`config.mk`:
```
export PLATFORM = sky130hd
export DESIGN_NAME = alu
export DESIGN_NICKNAME = d
export VERILOG_FILES = /design/src/hdl/alu_pkg.sv /design/src/hdl/alu.sv /design/src/hdl/alu_bit_slice.sv /design/src/hdl/alu_msb_slice.sv /design/src/hdl/alu_result_register.sv /design/src/hdl/alu_ripple_core.sv
export SDC_FILE = /design/constraint.sdc
export NUM_CORES = 1
export LEC_CHECK = 0
export ABC_CLOCK_PERIOD_IN_PS = 800
export BUFFER_PORTS_ARGS = -buffer_cell sky130_fd_sc_hd__buf_2
export CAP_MARGIN = 20
export CELL_PAD_IN_SITES_DETAIL_PLACEMENT = 0
export CELL_PAD_IN_SITES_GLOBAL_PLACEMENT = 1
export CORE_MARGIN = 2
export CORE_UTILIZATION = 46
export CTS_BUF_LIST = sky130_fd_sc_hd__clkbuf_8
export DETAILED_ROUTE_END_ITERATION = 12
export HOLD_SLACK_MARGIN = 0.08
export PLACE_DENSITY = 0.86
export SYNTH_ARGS = -nofsm -noshare
export SYNTH_HDL_FRONTEND = slang
export SYNTH_SLANG_ARGS = --single-unit
```
`constraint.sdc`:
```
create_clock -name clk -period 0.8 [get_ports clk]
set_input_delay 0.08 -clock clk [delete_from_list [all_inputs] [get_ports clk]]
set_output_delay 0.08 -clock clk [all_outputs]
set_load 0.02 [all_outputs]
```
`src/hdl/alu_pkg.sv`:
```
package alu_pkg;

	////////////////////
	// widths

	localparam int data_width = 32;	// default operand width
	localparam int ctrl_width = 4;	// alu_control width

	typedef logic [ctrl_width-1:0] ctrl_t;	// full control word

	////////////////////
	// control word fields

	localparam int a_invert_bit = 3;	// invert src1 before the slice
	localparam int b_invert_bit = 2;	// invert src2 before the slice
	localparam int op_lsb = 0;	// low bit of the slice op field
	localparam int op_width = 2;	// slice op field width

	// slice operation select
	localparam logic [op_width-1:0] op_and = 2'd0;	// a & b
	localparam logic [op_width-1:0] op_or = 2'd1;	// a | b
	localparam logic [op_width-1:0] op_add = 2'd2;	// full adder sum
	localparam logic [op_width-1:0] op_less = 2'd3;	// pass less input

	////////////////////
	// full control codes

	localparam ctrl_t ctrl_and = 4'b0000;	// bitwise and
	localparam ctrl_t ctrl_or = 4'b0001;	// bitwise or
	localparam ctrl_t ctrl_add = 4'b0010;	// a + b
	localparam ctrl_t ctrl_sub = 4'b0110;	// a + ~b + 1
	localparam ctrl_t ctrl_slt = 4'b0111;	// signed a < b
	localparam ctrl_t ctrl_nor = 4'b1100;	// ~a & ~b, i.e. nor

	// other codes are outside the contract, the slices still
	// decode them through the fields above without any special case

endpackage

```
`src/hdl/alu.sv`:
```
`timescale 1ns/1ps

module alu #(
	parameter int data_width = alu_pkg::data_width	// operand width
) (
	input  logic                  clk,
	input  logic                  rst_n,	// async, active low
	input  logic [data_width-1:0] src1,	// operand a, sampled each edge
	input  logic [data_width-1:0] src2,	// operand b, sampled each edge
	input  alu_pkg::ctrl_t        alu_control,	// operation code
	output logic [data_width-1:0] result,	// one cycle after the inputs
	output logic                  zero,	// result is all zeros
	output logic                  cout,	// adder carry out
	output logic                  overflow	// signed overflow
);

	logic [data_width-1:0] sum_result;	// core to register
	logic                  carry_out;	// core to register
	logic                  overflow_next;	// core to register

	////////////////////
	// combinational datapath

	alu_ripple_core #(
		.data_width (data_width)
	) u_core (
		.src1          (src1),
		.src2          (src2),
		.alu_control   (alu_control),
		.sum_result    (sum_result),
		.carry_out     (carry_out),
		.overflow_next (overflow_next)
	);

	////////////////////
	// output stage

	alu_result_register #(
		.data_width (data_width)
	) u_reg (
		.clk           (clk),
		.rst_n         (rst_n),
		.sum_result    (sum_result),
		.carry_out     (carry_out),
		.overflow_next (overflow_next),
		.result        (result),
		.zero          (zero),
		.cout          (cout),
		.overflow      (overflow)
	);

endmodule

```
`src/hdl/alu_bit_slice.sv`:
```
`timescale 1ns/1ps

module alu_bit_slice (
	input  logic                         src1,	// operand a bit
	input  logic                         src2,	// operand b bit
	input  logic                         less,	// set value, bit 0 only
	input  logic                         a_invert,	// invert a
	input  logic                         b_invert,	// invert b
	input  logic                         cin,	// carry from lower bit
	input  logic [alu_pkg::op_width-1:0] operation,	// slice op select
	output logic                         result,	// selected bit
	output logic                         cout	// carry to upper bit
);

	logic a_bit;	// a after optional inversion
	logic b_bit;	// b after optional inversion
	logic sum;	// full adder sum

	assign a_bit = src1 ^ a_invert;
	assign b_bit = src2 ^ b_invert;

	// full adder
	assign sum = a_bit ^ b_bit ^ cin;
	assign cout = (a_bit & b_bit) | (a_bit & cin) | (b_bit & cin);	// majority

	// output mux, nor falls out of and with both inputs inverted
	always_comb begin
		case (operation)
			alu_pkg::op_and: begin
				result = a_bit & b_bit;
			end
			alu_pkg::op_or: begin
				result = a_bit | b_bit;
			end
			alu_pkg::op_add: begin
				result = sum;
			end
			default: begin
				result = less;	// op_less
			end
		endcase
	end

endmodule

```
`src/hdl/alu_msb_slice.sv`:
```
`timescale 1ns/1ps

module alu_msb_slice (
	input  logic                         src1,	// operand a sign bit
	input  logic                         src2,	// operand b sign bit
	input  logic                         less,	// tied low by the core
	input  logic                         a_invert,	// invert a
	input  logic                         b_invert,	// invert b
	input  logic                         cin,	// carry into the top bit
	input  logic [alu_pkg::op_width-1:0] operation,	// slice op select
	output logic                         result,	// selected bit
	output logic                         cout,	// carry out of the top bit
	output logic                         set_less,	// signed a < b
	output logic                         overflow	// signed overflow
);

	logic a_bit;	// a after optional inversion
	logic b_bit;	// b after optional inversion
	logic sum;	// top bit of the adder

	assign a_bit = src1 ^ a_invert;
	assign b_bit = src2 ^ b_invert;

	////////////////////
	// adder

	assign sum = a_bit ^ b_bit ^ cin;
	assign cout = (a_bit & b_bit) | (a_bit & cin) | (b_bit & cin);

	// carries into and out of the sign bit disagree on overflow
	assign overflow = cin ^ cout;

	// sign of a - b, corrected when the difference overflowed
	assign set_less = sum ^ overflow;

	////////////////////
	// result select

	always_comb begin
		case (operation)
			alu_pkg::op_and: begin
				result = a_bit & b_bit;
			end
			alu_pkg::op_or: begin
				result = a_bit | b_bit;
			end
			alu_pkg::op_add: begin
				result = sum;
			end
			default: begin
				result = less;	// slt upper bits read zero
			end
		endcase
	end

endmodule

```
`src/hdl/alu_result_register.sv`:
```
`timescale 1ns/1ps

module alu_result_register #(
	parameter int data_width = 32	// result width
) (
	input  logic                  clk,
	input  logic                  rst_n,	// async, active low
	input  logic [data_width-1:0] sum_result,	// from the ripple core
	input  logic                  carry_out,	// adder carry of the top bit
	input  logic                  overflow_next,	// signed overflow
	output logic [data_width-1:0] result,	// registered result
	output logic                  zero,	// result is all zeros
	output logic                  cout,	// registered carry
	output logic                  overflow	// registered overflow
);

	logic zero_next;	// flag for the value being captured

	// taken from the incoming result so the flag lines up with it
	assign zero_next = ~|sum_result;

	////////////////////
	// output registers

	always_ff @(posedge clk or negedge rst_n) begin
		if (!rst_n) begin
			result <= '0;
			zero <= 1'b1;	// matches the cleared result
			cout <= 1'b0;
			overflow <= 1'b0;
		end else begin
			result <= sum_result;	// new op every cycle
			zero <= zero_next;
			cout <= carry_out;
			overflow <= overflow_next;
		end
	end

	// all four outputs move on the same edge
	// so result and flags always belong to one operation

	// carry and overflow are captured for every op, logic ops included
	// their values then follow the adder rule on the inverted operands

endmodule

```
`src/hdl/alu_ripple_core.sv`:
```
`timescale 1ns/1ps

module alu_ripple_core #(
	parameter int data_width = 32	// operand width, at least 2
) (
	input  logic [data_width-1:0] src1,	// operand a
	input  logic [data_width-1:0] src2,	// operand b
	input  alu_pkg::ctrl_t        alu_control,	// invert bits and slice op
	output logic [data_width-1:0] sum_result,	// combinational result
	output logic                  carry_out,	// carry out of the top bit
	output logic                  overflow_next	// signed overflow
);

	logic                         a_invert;	// from control word
	logic                         b_invert;	// from control word
	logic [alu_pkg::op_width-1:0] operation;	// slice op field
	logic                         carry_in;	// carry into bit 0
	logic                         set_less;	// from msb slice back to bit 0

	////////////////////
	// control decode

	assign a_invert = alu_control[alu_pkg::a_invert_bit];
	assign b_invert = alu_control[alu_pkg::b_invert_bit];
	assign operation = alu_control[alu_pkg::op_lsb +: alu_pkg::op_width];

	// sub inverts b alone, so it needs the +1 of two's complement
	// nor inverts both and the carry-in stays low
	assign carry_in = a_invert ^ b_invert;

	////////////////////
	// lower slices

	for (genvar i = 0; i < data_width - 1; i++) begin : g_slice
		logic cin;	// carry into this bit
		logic carry;	// carry out of this bit
		logic less;	// slt value for this bit

		if (i == 0) begin : g_first
			assign cin = carry_in;
			assign less = set_less;	// only bit 0 carries the slt answer
		end else begin : g_chain
			assign cin = g_slice[i-1].carry;	// ripple
			assign less = 1'b0;
		end

		alu_bit_slice u_slice (
			.src1      (src1[i]),
			.src2      (src2[i]),
			.less      (less),
			.a_invert  (a_invert),
			.b_invert  (b_invert),
			.cin       (cin),
			.operation (operation),
			.result    (sum_result[i]),
			.cout      (carry)
		);
	end

	////////////////////
	// sign bit

	alu_msb_slice u_msb (
		.src1      (src1[data_width-1]),
		.src2      (src2[data_width-1]),
		.less      (1'b0),
		.a_invert  (a_invert),
		.b_invert  (b_invert),
		.cin       (g_slice[data_width-2].carry),	// top of the chain
		.operation (operation),
		.result    (sum_result[data_width-1]),
		.cout      (carry_out),
		.set_less  (set_less),
		.overflow  (overflow_next)
	);

endmodule
```
# Yosys cells after proc, flatten, opt, wreduce, memory -nomap -nowiden
# Cells that the tools add are included.
dict set report word_totals {
  register_bits 35
  wordCells 364
}
dict set report op_classes {
  eq_ne 2
  n_mux 32
  bitwise_logic 323
  n_reduce_logical 3
}
# operator n
set op_table {}
lappend op_table {{$xor A1 B1 Y1} 131}
lappend op_table {{$and A1 B1 Y1} 96}
lappend op_table {{$or A1 B1 Y1} 96}
lappend op_table {{$pmux W1 S3} 32}
lappend op_table {{$reduce_or A32 Y1} 1}
lappend op_table {{$eq A2 B1 Y1 const B} 1}
lappend op_table {{$eq A2 B2 Y1 const B} 1}
lappend op_table {{$logic_not A2 Y1} 1}
lappend op_table {{$logic_not A1 Y1} 1}

# Longest topological paths before layout
dict set report logic_depth {
  word_depth 102
  ltp_mapped 40
  ltp_nobuf 39
}

# By module
# Synthesis repeated with hierarchy kept, for this count alone.
dict set report hier_totals {
  cells_unflattened 341
  area_unflattened_um2 4057.6
}
# mod instances cells_each area_each_um2
set modules_own_cells {}
lappend modules_own_cells {alu_bit_slice 31 9 96.3}
lappend modules_own_cells {alu_result_register 1 46 949.7}
lappend modules_own_cells {alu_msb_slice 1 14 108.9}
lappend modules_own_cells {alu_ripple_core 1 2 12.5}

# Worst setup path after synthesis
# Ideal clock, no wire load.
dict set report synth_path {
  path_kind {input port to flip-flop}
  startpoint {in alu_control[2]}
  endpoint {reg u_reg.zero}
  setup_time_ns 0.089
  arrival_ns 13.369
  t_required_ns 0.711
  path_slack_ns -12.658
  stages 37
  path_cell_list {buf_2 > buf_2 > xor2_1 > inv_1 > fa_1 > fa_1 > fa_1 > fa_1 > fa_1 > fa_1 > fa_1 > fa_1 > fa_1 > fa_1 > fa_1 > fa_1 > fa_1 > fa_1 > fa_1 > fa_1 > fa_1 > fa_1 > fa_1 > fa_1 > fa_1 > fa_1 > fa_1 > fa_1 > fa_1 > fa_1 > fa_1 > fa_1 > fa_1 > fa_1 > fa_1 > mux4_2 > nor4b_2}
}
dict set report synth_via {
  elab_chain_cells 102
}
# item line
set synth_rtl {}
lappend synth_rtl {{start, declared} alu.sv:10} ;# input alu_pkg::ctrl_t alu_control,
lappend synth_rtl {{$xor A1 B1 Y1 (on tied branches)} {alu_bit_slice.sv:20, alu_ripple_core.sv:29}}
lappend synth_rtl {{$and A1 B1 Y1 (on tied branches)} {alu_bit_slice.sv:24, alu_bit_slice.sv:30}}
lappend synth_rtl {{$or A1 B1 Y1 (2 in a row)} alu_bit_slice.sv:24} ;# assign cout = (a_bit & b_bit) | (a_bit & cin) | (b_bit & cin);
lappend synth_rtl {{$and A1 B1 Y1} alu_bit_slice.sv:24}
lappend synth_rtl {{$or A1 B1 Y1 (2 in a row)} alu_bit_slice.sv:24}
lappend synth_rtl {{$and A1 B1 Y1} alu_bit_slice.sv:24}
lappend synth_rtl {{$or A1 B1 Y1 (2 in a row)} alu_bit_slice.sv:24}
lappend synth_rtl {{$and A1 B1 Y1} alu_bit_slice.sv:24}
lappend synth_rtl {{(+84 left out)} n/a}
lappend synth_rtl {{$or A1 B1 Y1 (2 in a row)} alu_msb_slice.sv:28} ;# assign cout = (a_bit & b_bit) | (a_bit & cin) | (b_bit & cin);
lappend synth_rtl {{$xor A1 B1 Y1} alu_msb_slice.sv:31} ;# assign overflow = cin ^ cout;
lappend synth_rtl {{$xor A1 B1 Y1} alu_msb_slice.sv:34} ;# assign set_less = sum ^ overflow;
lappend synth_rtl {{$pmux W1 S3 (*)} alu_bit_slice.sv:28} ;# case (operation)
lappend synth_rtl {{via u_core.g_slice[0].u_slice.result} alu_bit_slice.sv:11} ;# output logic result,
lappend synth_rtl {{$reduce_or A32 Y1 (*)} alu_result_register.sv:20} ;# assign zero_next = ~|sum_result;
lappend synth_rtl {{$logic_not A1 Y1 (*)} alu_result_register.sv:20}
lappend synth_rtl {{via u_reg.zero_next} alu_result_register.sv:17} ;# logic zero_next;
lappend synth_rtl {{end signal, assigned} alu_result_register.sv:33} ;# zero <= zero_next;
lappend synth_rtl {{end, declared} alu_result_register.sv:12} ;# output logic zero,
# The timed path passes the listed nets; every way through them passes the cells marked *.

# Worst setup path in the final report
dict set report layout_path {
  startpoint {in alu_control[3]}
  endpoint {reg u_reg.zero}
}
dict set report layout_via {
  elab_chain_cells 102
}
# item line
set layout_rtl {}
lappend layout_rtl {{$xor A1 B1 Y1 (on tied branches)} {alu_bit_slice.sv:19, alu_ripple_core.sv:29}}
lappend layout_rtl {{$and A1 B1 Y1 (on tied branches)} {alu_bit_slice.sv:24, alu_bit_slice.sv:30}}
lappend layout_rtl {{$or A1 B1 Y1 (2 in a row)} alu_bit_slice.sv:24}
lappend layout_rtl {{$and A1 B1 Y1} alu_bit_slice.sv:24}
lappend layout_rtl {{$or A1 B1 Y1 (2 in a row)} alu_bit_slice.sv:24}
lappend layout_rtl {{$and A1 B1 Y1} alu_bit_slice.sv:24}
lappend layout_rtl {{$or A1 B1 Y1 (2 in a row)} alu_bit_slice.sv:24}
lappend layout_rtl {{$and A1 B1 Y1} alu_bit_slice.sv:24}
lappend layout_rtl {{(+84 left out)} n/a}
lappend layout_rtl {{$or A1 B1 Y1 (2 in a row)} alu_msb_slice.sv:28}
lappend layout_rtl {{$xor A1 B1 Y1} alu_msb_slice.sv:31}
lappend layout_rtl {{$xor A1 B1 Y1} alu_msb_slice.sv:34}
lappend layout_rtl {{$pmux W1 S3 (*)} alu_bit_slice.sv:28}
lappend layout_rtl {{via u_core.g_slice[0].u_slice.result} alu_bit_slice.sv:11}
lappend layout_rtl {{$reduce_or A32 Y1 (*)} alu_result_register.sv:20}
lappend layout_rtl {{$logic_not A1 Y1 (*)} alu_result_register.sv:20}
lappend layout_rtl {{via u_reg.zero_next} alu_result_register.sv:17}
# Marks and branches as above.

==> metrics <==
minimum hold slack=about 0.27 ns; root buf cell=clkbuf_8; Starting Density=0.470; core area=between 8000 and 9000 µm²; slowest CP cell=mux4_2; synth unique cells=30; Post-DRT Antenna Nets=0; CTS tree=done; switching share of total power=0.384; gpl congestion=about 0.88; power share of the sequential group=0.250; Yosys reg bits=35; number of H-tree levels=2; DRC=0; Tcrit/Tclk final=15.2; Nets=773; synthesized cell area=4060 µm²; CP endpoint kind=register; first-pass detailed-route iteration total=4; layout cell share with drive strength beyond 1=0.496; worst relative slew slack=0.602; vias=about 3500; most common library cells after synthesis=inv_1, ha_1, xor2_1; synth-to-layout area growth=52.0%; crit path launch type=primary input; gr usage total=0.224; Register Area=between 800 and 900 µm²; Fmax=~0.082 GHz; pre-CTS WS=-11.75 ns; Top FF cell, synth=dfrtp_1; Fin. Hold Viols=0; leading post-synthesis cells by cell area=dfrtp_1, ha_1, fa_1, xor2_1, inv_1; Synth Warn #=0; Seq/Total Area, Yosys=0.216; Crit path max-delay family=adder cells; number of global-route vias before repair=between 3000 and 4000; DP HPWL=8280 µm; largest net degree at the start of global routing=36; slowest cell delay on critical path=0.53 ns; final instance area=6170 µm²; initial antenna violation count=0; setup ws final=-11.38 ns; Synth Instances=400; failing checks=setup timing; Comb pwr share=0.606; Crit path required time=between 1 and 1.5 ns; NetSw=between 0.003 and 0.004 W; placed cell areas=5520 µm²; clock sink count=35; Synth Area in Simple Gates=0.107; post-synth top area share=0.210; Max Cap Viol=0; worst ir drop on vdd=~630 µV; max-slew violations=0; input/output buffers=approximately 100; main combinational cell family by area after synthesis=adder cells; Core Util, Final=0.714; Post-synth EDFFs=0; ys async rst share=1.00; Layout fillers=612; Compound-Gate Fraction of Synth Area=0.0709; DRT iter0 DRCs=between 100 and 150; Pleak=approximately 3.2 nW; global-route wire length before repair=17200 µm; xor-xnor portion of the synthesized cell area=0.146; global route overflow=0; io pins=between 100 and 150; die footprint=between 9000 and 10000 µm²; worst slew pin tran=0.596 ns; CP Buf/Inv Count=2; Cell Pwr Density=roughly 1400 nW/µm²; Reg clk slew, reported paths=roughly 0.080 ns; Routed WL=about 11000 µm; CTS Buffer Depth=2; critical path fanouts, max=4; Die Width=between 90 and 100 µm; Mapped Nets=approximately 570; Int Pwr=around 0.0055 W; post-synthesis area per instance=a little over 10 µm²; min cycle time layout=12.18 ns; worst min path class=primary input to async pin; RSZ-0062 raised after global routing=true; number of buffers created by CTS=5; Tot Pwr=slightly below 0.009 W; Yosys top cell by area=dfrtp_1; CP Class=primary input to register; Post-Synth Adder-Cell Area=0.352; endpoints failing setup=70; status=finished with violations; row cnt=34; area of the multi-input gates=around 3100 µm²; Vias/cell=roughly 4.8; mux contribution to synthesized area=0.00555; antenna cells=0; Routed wire per std cell=around 15 µm; most common cell in the netlist=inv_1; most frequent CP cell=fa_2; Die Y=~100 µm; crit path DAT=around 12 ns; clock power share=0.144
-- through the flow --
| step | TNS (ns) | std cells |
|---|---|---|
| 2_1_floorplan | -218.39 | 400 |
| 3_3_place_gp | -231.18 | 703 |
| 3_5_place_dp | -235.20 | 703 |
| 4_1_cts | -224.11 | 713 |
| 5_1_grt | -230.24 | 717 |
| 6_report | -224.65 | 717 |
-- kinds of logic after synthesis --
| kind of cell | Yosys count |
|---|---|
| fa+ha+maj | 95 |
| buf+inv | 86 |
| simple gates | 81 |
| xor+xnor | 67 |
| compound gates | 35 |
| flops | 35 |
| mux | 1 |
-- sequential cells by signal, indices dropped and copies added, names as in the netlist --
name,flops
u_reg.result,32
u_reg.overflow,1
u_reg.cout,1
u_reg.zero,1
-- cells in the final DEF, fill, tap and decap left out, drive strengths merged, types with 5 or more instances in the layout --
cell | netlist | final
nand2b | 7 | 7
xnor2 | 5 | 5
o32ai | 25 | 25
inv | 65 | 67
nor2 | 30 | 30
clkbuf | 0 | 5
buf | 21 | 221
ha | 63 | 63
xor2 | 62 | 62
fa | 32 | 32
dfrtp | 34 | 34
nor4 | 5 | 5
and2 | 25 | 25
-- layer usage --
metal	vias up	global-route usage	part of all wire	wire [µm]
met3	16	0.0258	0.045	472
met4	0	0.0780	0.017	176
li1	1653	-	-	-
met5	-	0	0	0
met1	1693	0.265	0.40	4230
met2	93	0.417	0.54	5680
-- path summary, 6_finish.rpt --
| path | cells after the start | to | startpoint | slack, ns |
|---|---|---|---|---|
| worst max-delay path | 38 | u_reg.zero$_DFF_PN1_ | alu_control[3] | -11.38 |
| worst min-delay path | 3 | u_reg.result[29]$_DFF_PN0_ | rst_n | 0.27 |
| max in group asynchronous | 3 | u_reg.zero$_DFF_PN1_ | rst_n | 0.28 |
| min in group clk | 4 | u_reg.result[22]$_DFF_PN0_ | alu_control[1] | 0.32 |
-- timing repair --
action                                 CTS  global route
setup buffers                            4             6
endpoints found under the hold margin   35             0
hold buffers                             1             0
pin swaps                                5             4
resized for setup                      114             9
setup endpoints to repair               70            70
-- power by group through the flow --
stage / clock, W / combinational [W] / sequential (W)
after floorplan: 0 / 0.00212 / 0.00259
after global placement: 0 / 0.00432 / 0.00218
after detailed placement: 0 / 0.00452 / 0.00218
after CTS: 0.00130 / 0.00529 / 0.00223
after global routing: 0.00137 / 0.00588 / 0.00226
final: 0.00128 / 0.00540 / 0.00223
-- layout make-up --
cell class | instances | area share
flip-flops and latches | 35 | 0.142
clock inverters | 3 | 0.00203
clock buffers | 5 | 0.0112
inverters | 65 | 0.0396
repair buffers | 222 | 0.277
well taps | 108 | 0.0219
multi-input cells | 279 | 0.506
Power figures use the tool's default switching activity.
